<file path="src/verilog/rv32_decode_macros.svh">
`ifndef RV32_DECODE_MACROS_SVH
`define RV32_DECODE_MACROS_SVH

// RV32I base opcodes
`define RV32_OP_LUI     7'b0110111
`define RV32_OP_AUIPC   7'b0010111
`define RV32_OP_JAL     7'b1101111
`define RV32_OP_JALR    7'b1100111
`define RV32_OP_BRANCH  7'b1100011
`define RV32_OP_LOAD    7'b0000011
`define RV32_OP_STORE   7'b0100011
`define RV32_OP_IMM     7'b0010011
`define RV32_OP_REG     7'b0110011
`define RV32_OP_SYSTEM  7'b1110011

// Immediate kind encodings
`define RV32_IMM_I      3'b000
`define RV32_IMM_B      3'b001
`define RV32_IMM_S      3'b010
`define RV32_IMM_U      3'b011
`define RV32_IMM_J      3'b100
`define RV32_IMM_SHAMT  3'b101
`define RV32_IMM_CSR    3'b110
`define RV32_IMM_NONE   3'b111

// Machine exception PC
`define RV32_CSR_MEPC   12'h341

// Exact MRET word is funct12 0x302 under SYSTEM with all other fields zero
`define RV32_MRET_WORD  32'b0011000_00010_00000_000_00000_1110011

`endif

</file>
<file path="src/verilog/rv32_pkg.sv">
`default_nettype none

`include "rv32_decode_macros.svh"

package rv32_pkg;

    typedef enum logic [2:0] {
        IMM_I     = `RV32_IMM_I,
        IMM_B     = `RV32_IMM_B,
        IMM_S     = `RV32_IMM_S,
        IMM_U     = `RV32_IMM_U,
        IMM_J     = `RV32_IMM_J,
        IMM_SHAMT = `RV32_IMM_SHAMT,
        IMM_CSR   = `RV32_IMM_CSR,
        IMM_NONE  = `RV32_IMM_NONE
    } imm_kind_t;

    typedef struct packed {
        logic [6:0] funct7;
        logic [4:0] rs2;
        logic [4:0] rs1;
        logic [2:0] funct3;
        logic [4:0] rd;
        logic [6:0] opcode;
    } r_fmt_t;

    // Also the CSR format, with the CSR address in imm_11_0
    typedef struct packed {
        logic [11:0] imm_11_0;
        logic [4:0]  rs1;
        logic [2:0]  funct3;
        logic [4:0]  rd;
        logic [6:0]  opcode;
    } i_fmt_t;

    typedef struct packed {
        logic [6:0] imm_11_5;
        logic [4:0] rs2;
        logic [4:0] rs1;
        logic [2:0] funct3;
        logic [4:0] imm_4_0;
        logic [6:0] opcode;
    } s_fmt_t;

    typedef struct packed {
        logic       imm_12;
        logic [5:0] imm_10_5;
        logic [4:0] rs2;
        logic [4:0] rs1;
        logic [2:0] funct3;
        logic [3:0] imm_4_1;
        logic       imm_11;
        logic [6:0] opcode;
    } b_fmt_t;

    typedef struct packed {
        logic [19:0] imm_31_12;
        logic [4:0]  rd;
        logic [6:0]  opcode;
    } u_fmt_t;

    typedef struct packed {
        logic       imm_20;
        logic [9:0] imm_10_1;
        logic       imm_11;
        logic [7:0] imm_19_12;
        logic [4:0] rd;
        logic [6:0] opcode;
    } j_fmt_t;

    // One instruction word seen through every base format
    typedef union packed {
        r_fmt_t r;
        i_fmt_t i;
        s_fmt_t s;
        b_fmt_t b;
        u_fmt_t u;
        j_fmt_t j;
    } rv32_instr_t;

endpackage

`default_nettype wire

</file>
<file path="src/verilog/imm_extractor.sv">
`timescale 1ns/100ps
`default_nettype none

module imm_extractor (
    input  rv32_pkg::rv32_instr_t instr,
    input  rv32_pkg::imm_kind_t   imm_kind,
    output logic [31:0]           imm
);

    import rv32_pkg::*;

    always_comb begin
        case (imm_kind)
            IMM_I: begin
                imm = {{20{instr.i.imm_11_0[11]}}, instr.i.imm_11_0};
            end
            IMM_S: begin
                imm = {{20{instr.s.imm_11_5[6]}}, instr.s.imm_11_5, instr.s.imm_4_0};
            end
            // Branch offsets are in halfwords, so bit 0 is always zero
            IMM_B: begin
                imm = {{19{instr.b.imm_12}},
                       instr.b.imm_12,
                       instr.b.imm_11,
                       instr.b.imm_10_5,
                       instr.b.imm_4_1,
                       1'b0};
            end
            IMM_U: begin
                imm = {instr.u.imm_31_12, 12'd0};
            end
            IMM_J: begin
                imm = {{11{instr.j.imm_20}},
                       instr.j.imm_20,
                       instr.j.imm_19_12,
                       instr.j.imm_11,
                       instr.j.imm_10_1,
                       1'b0};
            end
            // Shift amount sits in the rs2 slot
            IMM_SHAMT: begin
                imm = {27'd0, instr.r.rs2};
            end
            // uimm for CSRRxI sits in the rs1 slot
            IMM_CSR: begin
                imm = {27'd0, instr.r.rs1};
            end
            default: begin
                imm = 32'd0;
            end
        endcase
    end

endmodule

`default_nettype wire

</file>
<file path="src/verilog/id_stage.sv">
`timescale 1ns/100ps
`default_nettype none

`include "rv32_decode_macros.svh"

module id_stage (
    input  rv32_pkg::rv32_instr_t ir,
    output logic [4:0]            rs1_addr,
    output logic [4:0]            rs2_addr,
    output logic [4:0]            rd,
    output logic [6:0]            opcode,
    output logic [2:0]            funct3,
    output logic [6:0]            funct7,
    output logic [11:0]           csr_addr,
    output rv32_pkg::imm_kind_t   imm_kind,
    output logic                  wr_reg_n,
    output logic                  wr_csr_n,
    output logic                  is_mret,
    output logic                  illegal
);

    import rv32_pkg::*;

    logic is_csr_op;

    // Common fields all live at the R-format positions
    assign opcode   = ir.r.opcode;
    assign rd       = ir.r.rd;
    assign funct3   = ir.r.funct3;
    assign rs1_addr = ir.r.rs1;
    assign rs2_addr = ir.r.rs2;
    assign funct7   = ir.r.funct7;

    assign is_mret = (ir == `RV32_MRET_WORD);

    // MRET reads mepc, so point the CSR address there for forwarding
    assign csr_addr = is_mret ? `RV32_CSR_MEPC : ir.i.imm_11_0;

    // CSRRW/S/C and their immediate forms; funct3 000 is ECALL/EBREAK/MRET
    assign is_csr_op = (opcode == `RV32_OP_SYSTEM) && (funct3 != 3'b000);

    always_comb begin
        case (opcode)
            `RV32_OP_LUI, `RV32_OP_AUIPC: imm_kind = IMM_U;
            `RV32_OP_JAL:                 imm_kind = IMM_J;
            `RV32_OP_JALR, `RV32_OP_LOAD: imm_kind = IMM_I;
            `RV32_OP_BRANCH:              imm_kind = IMM_B;
            `RV32_OP_STORE:               imm_kind = IMM_S;
            `RV32_OP_IMM: begin
                if (funct3 == 3'b001 || funct3 == 3'b101) begin
                    imm_kind = IMM_SHAMT;
                end else begin
                    imm_kind = IMM_I;
                end
            end
            `RV32_OP_SYSTEM:              imm_kind = IMM_CSR;
            default:                      imm_kind = IMM_NONE;
        endcase
    end

    // Whitelist of opcodes that write rd, and never x0
    always_comb begin
        case (opcode)
            `RV32_OP_LUI, `RV32_OP_AUIPC, `RV32_OP_IMM, `RV32_OP_REG,
            `RV32_OP_LOAD, `RV32_OP_JAL, `RV32_OP_JALR: wr_reg_n = (rd == 5'd0);
            `RV32_OP_SYSTEM:                             wr_reg_n = !is_csr_op || (rd == 5'd0);
            default:                                     wr_reg_n = 1'b1;
        endcase
    end

    // CSRRS with rs1 x0 is the plain CSR read, no write
    assign wr_csr_n = !is_csr_op || ((funct3 == 3'b010) && (rs1_addr == 5'd0));

    always_comb begin
        case (opcode)
            `RV32_OP_LUI, `RV32_OP_AUIPC, `RV32_OP_JAL: illegal = 1'b0;
            `RV32_OP_JALR:   illegal = (funct3 != 3'b000);
            `RV32_OP_BRANCH: illegal = (funct3 == 3'b010) || (funct3 == 3'b011);
            `RV32_OP_LOAD:   illegal = (funct3 == 3'b011) || (funct3[2:1] == 2'b11);
            `RV32_OP_STORE:  illegal = (funct3[2] == 1'b1) || (funct3 == 3'b011);
            `RV32_OP_IMM: begin
                if (funct3 == 3'b001) begin
                    illegal = (funct7 != 7'b0000000);
                end else if (funct3 == 3'b101) begin
                    // SRLI or SRAI
                    illegal = (funct7 != 7'b0000000) && (funct7 != 7'b0100000);
                end else begin
                    illegal = 1'b0;
                end
            end
            `RV32_OP_REG: begin
                if (funct3 == 3'b000 || funct3 == 3'b101) begin
                    // ADD/SUB and SRL/SRA
                    illegal = (funct7 != 7'b0000000) && (funct7 != 7'b0100000);
                end else begin
                    illegal = (funct7 != 7'b0000000);
                end
            end
            `RV32_OP_SYSTEM: begin
                if (funct3 == 3'b000) begin
                    illegal = !is_mret;
                end else begin
                    illegal = (funct3 == 3'b100);
                end
            end
            default:         illegal = 1'b1;
        endcase
    end

endmodule

`default_nettype wire

</file>
<file path="src/verilog/reg_file.sv">
`timescale 1ns/100ps
`default_nettype none

module reg_file (
    input  logic        clk,
    input  logic        rst_n,
    input  logic [4:0]  rs1_addr,
    input  logic [4:0]  rs2_addr,
    output logic [31:0] rs1_data,
    output logic [31:0] rs2_data,
    input  logic        wb_we,
    input  logic [4:0]  wb_rd,
    input  logic [31:0] wb_data
);

    // x0 has no storage
    logic [31:0] regs [1:31];

    // x0 reads zero; a write in the same cycle is seen immediately
    function automatic logic [31:0] read_port(input logic [4:0] addr);
        if (addr == 5'd0) begin
            return 32'd0;
        end else if (wb_we && (wb_rd == addr)) begin
            return wb_data;
        end else begin
            return regs[addr];
        end
    endfunction

    always_ff @(posedge clk or negedge rst_n) begin
        if (!rst_n) begin
            for (int i = 1; i < 32; i++) begin
                regs[i] <= 32'd0;
            end
        end else if (wb_we && (wb_rd != 5'd0)) begin
            regs[wb_rd] <= wb_data;
        end
    end

    always_comb begin
        rs1_data = read_port(rs1_addr);
        rs2_data = read_port(rs2_addr);
    end

endmodule

`default_nettype wire

</file>
<file path="src/verilog/id_ex_latch.sv">
`timescale 1ns/100ps
`default_nettype none

module id_ex_latch (
    input  logic        clk,
    input  logic        rst_n,
    input  logic        in_valid,
    input  logic [4:0]  in_rd,
    input  logic [6:0]  in_opcode,
    input  logic [2:0]  in_funct3,
    input  logic [6:0]  in_funct7,
    input  logic [11:0] in_csr_addr,
    input  logic [31:0] in_imm,
    input  logic [31:0] in_rs1_data,
    input  logic [31:0] in_rs2_data,
    input  logic        in_wr_reg_n,
    input  logic        in_wr_csr_n,
    input  logic        in_is_mret,
    input  logic        in_illegal,
    output logic        ex_valid,
    output logic [4:0]  ex_rd,
    output logic [6:0]  ex_opcode,
    output logic [2:0]  ex_funct3,
    output logic [6:0]  ex_funct7,
    output logic [11:0] ex_csr_addr,
    output logic [31:0] ex_imm,
    output logic [31:0] ex_rs1_data,
    output logic [31:0] ex_rs2_data,
    output logic        ex_wr_reg_n,
    output logic        ex_wr_csr_n,
    output logic        ex_is_mret,
    output logic        ex_illegal
);

    always_ff @(posedge clk or negedge rst_n) begin
        if (!rst_n) begin
            ex_valid    <= 1'b0;
            ex_rd       <= 5'd0;
            ex_opcode   <= 7'd0;
            ex_funct3   <= 3'd0;
            ex_funct7   <= 7'd0;
            ex_csr_addr <= 12'd0;
            ex_imm      <= 32'd0;
            ex_rs1_data <= 32'd0;
            ex_rs2_data <= 32'd0;
            // Write enables are active low, so idle means high
            ex_wr_reg_n <= 1'b1;
            ex_wr_csr_n <= 1'b1;
            ex_is_mret  <= 1'b0;
            ex_illegal  <= 1'b0;
        end else begin
            ex_valid <= in_valid;
            // Fields hold across bubbles
            if (in_valid) begin
                ex_rd       <= in_rd;
                ex_opcode   <= in_opcode;
                ex_funct3   <= in_funct3;
                ex_funct7   <= in_funct7;
                ex_csr_addr <= in_csr_addr;
                ex_imm      <= in_imm;
                ex_rs1_data <= in_rs1_data;
                ex_rs2_data <= in_rs2_data;
                ex_wr_reg_n <= in_wr_reg_n;
                ex_wr_csr_n <= in_wr_csr_n;
                ex_is_mret  <= in_is_mret;
                ex_illegal  <= in_illegal;
            end
        end
    end

endmodule

`default_nettype wire

</file>
<file path="src/verilog/decode_unit.sv">
`timescale 1ns/100ps
`default_nettype none

module decode_unit (
    input  logic        clk,
    input  logic        rst_n,
    input  logic [31:0] ir,
    input  logic        ir_valid,
    input  logic        wb_we,
    input  logic [4:0]  wb_rd,
    input  logic [31:0] wb_data,
    output logic        ex_valid,
    output logic [4:0]  ex_rd,
    output logic [6:0]  ex_opcode,
    output logic [2:0]  ex_funct3,
    output logic [6:0]  ex_funct7,
    output logic [11:0] ex_csr_addr,
    output logic [31:0] ex_imm,
    output logic [31:0] ex_rs1_data,
    output logic [31:0] ex_rs2_data,
    output logic        ex_wr_reg_n,
    output logic        ex_wr_csr_n,
    output logic        ex_is_mret,
    output logic        ex_illegal
);

    import rv32_pkg::*;

    logic [4:0]  rs1_addr;
    logic [4:0]  rs2_addr;
    logic [4:0]  rd;
    logic [6:0]  opcode;
    logic [2:0]  funct3;
    logic [6:0]  funct7;
    logic [11:0] csr_addr;
    imm_kind_t   imm_kind;
    logic [31:0] imm;
    logic [31:0] rs1_data;
    logic [31:0] rs2_data;
    logic        wr_reg_n;
    logic        wr_csr_n;
    logic        is_mret;
    logic        illegal;

    id_stage id_stage_i (
        .ir       (ir),
        .rs1_addr (rs1_addr),
        .rs2_addr (rs2_addr),
        .rd       (rd),
        .opcode   (opcode),
        .funct3   (funct3),
        .funct7   (funct7),
        .csr_addr (csr_addr),
        .imm_kind (imm_kind),
        .wr_reg_n (wr_reg_n),
        .wr_csr_n (wr_csr_n),
        .is_mret  (is_mret),
        .illegal  (illegal)
    );

    imm_extractor imm_extractor_i (
        .instr    (ir),
        .imm_kind (imm_kind),
        .imm      (imm)
    );

    // Operands are read in the decode cycle
    reg_file reg_file_i (
        .clk      (clk),
        .rst_n    (rst_n),
        .rs1_addr (rs1_addr),
        .rs2_addr (rs2_addr),
        .rs1_data (rs1_data),
        .rs2_data (rs2_data),
        .wb_we    (wb_we),
        .wb_rd    (wb_rd),
        .wb_data  (wb_data)
    );

    id_ex_latch id_ex_latch_i (
        .clk         (clk),
        .rst_n       (rst_n),
        .in_valid    (ir_valid),
        .in_rd       (rd),
        .in_opcode   (opcode),
        .in_funct3   (funct3),
        .in_funct7   (funct7),
        .in_csr_addr (csr_addr),
        .in_imm      (imm),
        .in_rs1_data (rs1_data),
        .in_rs2_data (rs2_data),
        .in_wr_reg_n (wr_reg_n),
        .in_wr_csr_n (wr_csr_n),
        .in_is_mret  (is_mret),
        .in_illegal  (illegal),
        .ex_valid    (ex_valid),
        .ex_rd       (ex_rd),
        .ex_opcode   (ex_opcode),
        .ex_funct3   (ex_funct3),
        .ex_funct7   (ex_funct7),
        .ex_csr_addr (ex_csr_addr),
        .ex_imm      (ex_imm),
        .ex_rs1_data (ex_rs1_data),
        .ex_rs2_data (ex_rs2_data),
        .ex_wr_reg_n (ex_wr_reg_n),
        .ex_wr_csr_n (ex_wr_csr_n),
        .ex_is_mret  (ex_is_mret),
        .ex_illegal  (ex_illegal)
    );

endmodule

`default_nettype wire

</file>
<file path="config.mk">
export PLATFORM = sky130hd
export DESIGN_NAME = decode_unit
export DESIGN_NICKNAME = d
export VERILOG_FILES = /design/src/verilog/rv32_pkg.sv /design/src/verilog/imm_extractor.sv /design/src/verilog/id_stage.sv /design/src/verilog/reg_file.sv /design/src/verilog/id_ex_latch.sv /design/src/verilog/decode_unit.sv
export VERILOG_INCLUDE_DIRS = /design/src /design/src/verilog
export SDC_FILE = /design/constraint.sdc
export NUM_CORES = 2
export LEC_CHECK = 0
export ABC_AREA = 0
export BUFFER_PORTS_ARGS = -buffer_cell sky130_fd_sc_hd__buf_2
export CAP_MARGIN = 20
export CORE_MARGIN = 2
export CORE_UTILIZATION = 63
export CTS_CLUSTER_SIZE = 10
export DETAILED_ROUTE_END_ITERATION = 8
export PLACE_DENSITY = 0.81
export REMOVE_ABC_BUFFERS = 1
export SLEW_MARGIN = 30
export SYNTH_ARGS = -nofsm -noshare
export SYNTH_HDL_FRONTEND = slang
export SYNTH_SLANG_ARGS = --single-unit
export TNS_END_PERCENT = 5
</file>
<file path="constraint.sdc">
create_clock -name clk -period 2.5 [get_ports clk]
set_input_delay 0.25 -clock clk [delete_from_list [all_inputs] [get_ports clk]]
set_output_delay 0.25 -clock clk [all_outputs]
set_load 0.005 [all_outputs]
</file>
Yosys cells after proc, flatten, opt, wreduce, memory -nomap -nowiden
Cells that the tools add are included.
Widths: inputs -> output; s select.
{ "word_totals": {"output_inout_bits": 135, "ram_bits": 0, "mem_count": 0, "inputBits": 73, "romBits": 0, "latchBits": 0, "reg_bits": 1127} }
{ "op_classes": {"multipliers": 0, "eq_ne": 26, "shift": 0, "n_addsub": 0, "n_div": 0, "magnitude_cmp": 4, "bitwise": 3, "reduce_logical": 28, "muxes": 23} }
{ "op_table": {"columns": ["op", "n"], "rows": [
  ["$bwmux 992", 1],
  ["$bmux 32 s5", 2],
  ["$mux 32", 9],
  ["$pmux 32 s7", 1],
  ["$demux 32 s5", 1],
  ["$eq 32x30->1 const B", 1],
  ["$eq 7x7->1 const B", 4],
  ["$eq 7x6->1 const B", 3],
  ["$pmux 3 s7", 1],
  ["$ge 6x6->1 const B", 3],
  ["$not 5->6", 3],
  ["$eq 3x3->1 const B", 5],
  ["$logic_not 5->1", 3],
  ["$eq 7x5->1 const B", 2],
  ["$eq 3x2->1 const B", 4],
  ["$mux 12", 1],
  ["$eq 5x5->1", 2],
  ["$pmux 1 s8", 1],
  ["$eq 7x2->1 const B", 1],
  ["$logic_and 1x1->1", 7],
  ["$logic_or 1x1->1", 7],
  ["$ne 7x6->1 const B", 1],
  ["$reduce_bool 7->1", 1],
  ["$reduce_or 7->1", 1],
  ["other kinds (12)", 19]
]} }

Logic depth before layout (Yosys ltp)
{ "depth": {"word_depth": 6, "ltp_mapped": 10, "ltp_nobuf": 5} }

Modules after synthesis
From an unflattened synthesis, not the netlist that was laid out.
{ "hier_totals": {"cells_unflattened": 4140, "area_unflattened_um2": 60231.5} }
{ "by_module_without_submodules": {"columns": ["module", "area_each_um2", "instances", "cells_each"], "rows": [
  ["reg_file", 53706.5, 1, 3659],
  ["id_ex_latch", 5240.0, 1, 284],
  ["id_stage", 699.4, 1, 112],
  ["imm_extractor", 585.6, 1, 85]
]} }

Worst setup path before layout
Ideal clock, no wire load.
{ "synth_path": {"path_kind": "input port to flip-flop", "startpoint": "in ir[15]", "endpoint": "reg id_ex_latch_i.ex_rs1_data[10]", "required_time_ns": 2.365, "setup_slack_ns": 0.389, "setup_time_ns": 0.135, "cell_stages": 7, "arrival_ns": 1.977, "path_cell_list": "buf_2 buf_4 buf_4 buf_2 mux4_2 a221oi_1 o31ai_1"} }
{ "synth_between": {"elab_chain_len": 6, "elab_cells_between_ends": 9, "cone_classes": "1 x eq/ne; 5 x mux; 1 x bitwise; 2 x reduce/logical"} }
{ "synth_rtl": {"columns": ["item", "line", "source"], "rows": [
  ["start, declared", "decode_unit.sv:7", "input logic [31:0] ir,"],
  ["$not 5->6 (not written as such)", "reg_file.sv:26", "return regs[addr];"],
  ["$bmux 32 s5", "reg_file.sv:26", null],
  ["$mux 32 (not written as such) (2 in a row)", "reg_file.sv:26", null],
  ["$mux 32", "reg_file.sv:23", "end else if (wb_we && (wb_rd == addr)) begin"],
  ["$mux 32 *", "reg_file.sv:21", "if (addr == 5'd0) begin"],
  ["end signal, assigned", "id_ex_latch.sv:61", "ex_rs1_data <= in_rs1_data;"],
  ["end, declared", "id_ex_latch.sv:27", "output logic [31:0] ex_rs1_data,"]
]} }
Every way passes the cells marked *; elsewhere a longest branch is shown, timed or not. The select of a mux whose other input is x is not followed.
A chain may end at the register's enable or synchronous reset.

Worst setup path in the final report
{ "layout_path": {"startpoint": "reg reg_file_i.regs[540] (netlist bit)", "endpoint": "reg id_ex_latch_i.ex_rs1_data[28]"} }
{ "layout_between": {"elab_chain_len": 5} }
{ "layout_rtl": {"columns": ["item", "line", "source"], "rows": [
  ["start, declared", "reg_file.sv:17", "logic [31:0] regs [1:31];"],
  ["start signal, assigned by index", "reg_file.sv:36", "regs[wb_rd] <= wb_data;"],
  ["$bmux 32 s5", "reg_file.sv:26", null],
  ["$mux 32 (not written as such) (2 in a row)", "reg_file.sv:26", null],
  ["$mux 32", "reg_file.sv:23", null],
  ["$mux 32", "reg_file.sv:21", null]
]} }
No other way between the ends. The select of a mux whose other input is x is not followed.

==> run metrics <==
Crit. path cell count 5; share of cells above drive strength 1 50.8%; number of port buffers 207; Hold Fails Final Rpt 0; #FFs+latches synth 1,127; Placement Rows ~110; Starting DRT DRC Count between 4k and 5k; Fin Clk Skew 0.0312 ns; Tot GR Track Use approximately two fifths; Leak 29.2 nW; sequential element share of the synthesized area 47.9%; initial antenna violation count 9; CTS tree done; Critical Path End id_ex_latch_i.ex_rs1_data[28]; worst reg2reg endpoint id_ex_latch_i.ex_rs1_data[28]; clock root buffer clkbuf_16; Routed WL 180,000 microns; FF-to-FF path depth 5; GR Overflow Total 0; status finished, final reports clean; final hold slack 0.0521 ns; maximum fanout along the worst path 3; Antenna Nets Post-Route 0; Final nets 4,418; worst IR drop on VDD about 0.00070 V; Worst setup EP type register; synthesized area 58,900 sq um; Critical Path Start reg_file_i.regs[540]; Initial Utilization approximately 63%; minimum clock period 2.13 ns; Chip Height between 300 and 400 microns; DR pass1 iterations 5; unrepaired setup endpoints after global routing false; commonest non-fill, non-tap cell in the layout mux2_2; Die Width 310 microns; Worst Path Required 3.12 ns; syn avg cell area roughly 14 sq um; Via density 7.33; critical path's largest stage delay 0.59 ns; critical path buffer and inverter count 1; CORE AREA about 93,000 sq um; Skew-Pair Late Insertion Delay 0.76 ns; vias in the first global route 43.1k; Slowest cell on crit path a2111oi_0; yosys warns 0; die area 95,900 sq um; CTS Buf Count 134; start of the worst register-to-register path reg_file_i.regs[540]; Area growth syn-to-layout 13.6%; HP Class in -> async; commonest cells after routing, fill and taps aside 1,173 x mux2_2, 1,125 x dfrtp_1, 370 x mux4_2; setup violators final 0; Post-DP HPWL around 110,000 microns; GPL Wtd Cong 0.897; delay-heaviest family, CP multiplexers; max-slew violation count 0; total power 0.0523 W; DR vias a little over 40k; Final period util 85.4%; register clock-pin slew on the reported worst setup and hold paths 0.05 ns; largest net degree at the start of global routing 108; FMAX 468 MHz; cells after synthesis 4,149; Max Cap Violations 0; Sink Count 1,127; first-pass GRT wire length ~270,000 microns; Residual DRC 0; H-tree levels 4; arrival time at the worst endpoint approximately 2.8 ns; Startpoint Class register; CP Cell Sequence mux4_2, mux2_2, a2111oi_0, buf_4, o21ai_1; Worst slew margin 49.7%; Async SR Flop Fraction 100%; Clock Tree Buf Depth 3; worst-margin pin slew 0.753 ns; Yosys cell types 66; R2R Setup Slk 0.37 ns; Ports 208; Post-synth EDFFs 0; pwr/cell area 782 nW/um^2; Wirelength per Cell about 32 microns; crit path kind reg -> reg; Top FF cell, synth dfrtp_1
## how the worst min path moves through the flow
stage,to,slack [ns],cells past startpoint
global route,id_ex_latch_i.ex_csr_addr[9],0.07,2
floorplan,id_ex_latch_i.ex_csr_addr[0],-0.05,0
finish,id_ex_latch_i.ex_funct7[3],0.05,2
global placement,id_ex_latch_i.ex_funct7[3],0.24,1
detailed placement,id_ex_latch_i.ex_funct7[3],0.24,1
CTS,id_ex_latch_i.ex_rs2_data[19],0.05,4
## cells in the mapped netlist, types with 5 or more instances
cell,count,share of area [%]
mux2_2,1173,22
dfrtp_1,1125,48
mux4_2,370,14
clkbuf_1,224,1.4
buf_2,134,1.1
mux2i_1,131,2.2
a22oi_1,97,1.2
nor2_1,81,0.52
nand2_1,78,0.50
a21oi_1,74,0.63
a221oi_1,64,0.95
buf_1,59,0.38
nor2b_1,55,0.58
o21ai_0,52,0.44
o22ai_1,51,0.54
a211oi_1,44,0.56
a2111oi_0,30,0.45
o41ai_1,30,0.45
o221ai_1,25,0.37
o31ai_1,24,0.31
buf_4,23,0.29
inv_1,19,0.12
nor3_1,17,0.14
a211o_1,14,0.21
nand3_1,14,0.12
o2bb2ai_1,11,0.16
a221o_1,9,0.15
a31oi_1,8,0.085
a311o_1,7,0.12
nand3b_1,7,0.089
a22o_1,6,0.089
xnor2_1,6,0.089
buf_6,5,0.096
nor3b_1,5,0.064
o21ai_1,5,0.042
o31a_1,5,0.074
xor2_1,5,0.074
## flip-flops by register name, summed over array words and instances, names as in the netlist
register	cells
id_ex_latch_i.ex_rd	5
id_ex_latch_i.ex_opcode	7
id_ex_latch_i.ex_illegal	1
id_ex_latch_i.ex_valid	1
id_ex_latch_i.ex_wr_csr_n	1
id_ex_latch_i.ex_imm	32
id_ex_latch_i.ex_wr_reg_n	1
id_ex_latch_i.ex_rs1_data	32
id_ex_latch_i.ex_csr_addr	12
reg_file_i.regs	992
id_ex_latch_i.ex_rs2_data	32
id_ex_latch_i.ex_funct3	3
id_ex_latch_i.ex_is_mret	1
id_ex_latch_i.ex_funct7	7
## final cells by class
type	instances	area [sq um]
flip-flops and latches	1127	28200
clock inverters	13	158
clock buffers	169	3600
inverters	21	81.3
fillers	5867	26000
multi-input cells	2556	28800
well taps	1254	1570
repair buffers	505	4430
diodes	2	5.00
## routing by layer
layer / GRT usage, % / share of wire [%] / vias to the layer above
li1: - / - / 16385
met1: 49.8 / 37 / 21563
met2: 58.6 / 47 / 2673
met3: 9.47 / 10 / 752
met5: 0 / 0.040 / -
met4: 21.8 / 6.3 / 10
## stage by stage
stage	setup slack (ns)	util [%]	cells	setup TNS [ns]	area, sq um
2_1_floorplan	-0.179	-	3704	-31.03	56900
3_3_place_gp	0.119	67.7	5436	0	62900
3_5_place_dp	0.0368	67.7	5436	0	62900
4_1_cts	0.383	72.0	5645	0	66900
5_1_grt	0.262	72.0	5646	0	66900
6_report	0.366	72.0	5647	0	66900
## repair_timing
action                    4_1_cts  5_1_grt
buffers inserted                0        0
hold buffers                   27        0
resized for setup               0        0
hold endpoints to repair      478        0
## power by group
part           total [W]  internal [W]  switching [W]
logic             0.0104       0.00621        0.00415
clock network     0.0176        0.0101        0.00744
registers         0.0244        0.0217        0.00272
## cell families after synthesis
logic type                count (synthesis)  synth area share [%]
and+or+nand+nor                         299                  2.56
muxes                                  1674                  38.8
DFF                                    1127                  47.9
AOI/OAI and AO/OA                       572                  7.10
buffers and inverters                   466                  3.47
xor gates and xnor gates                 11                 0.164
No activity file was read; power rests on OpenSTA's default activity.
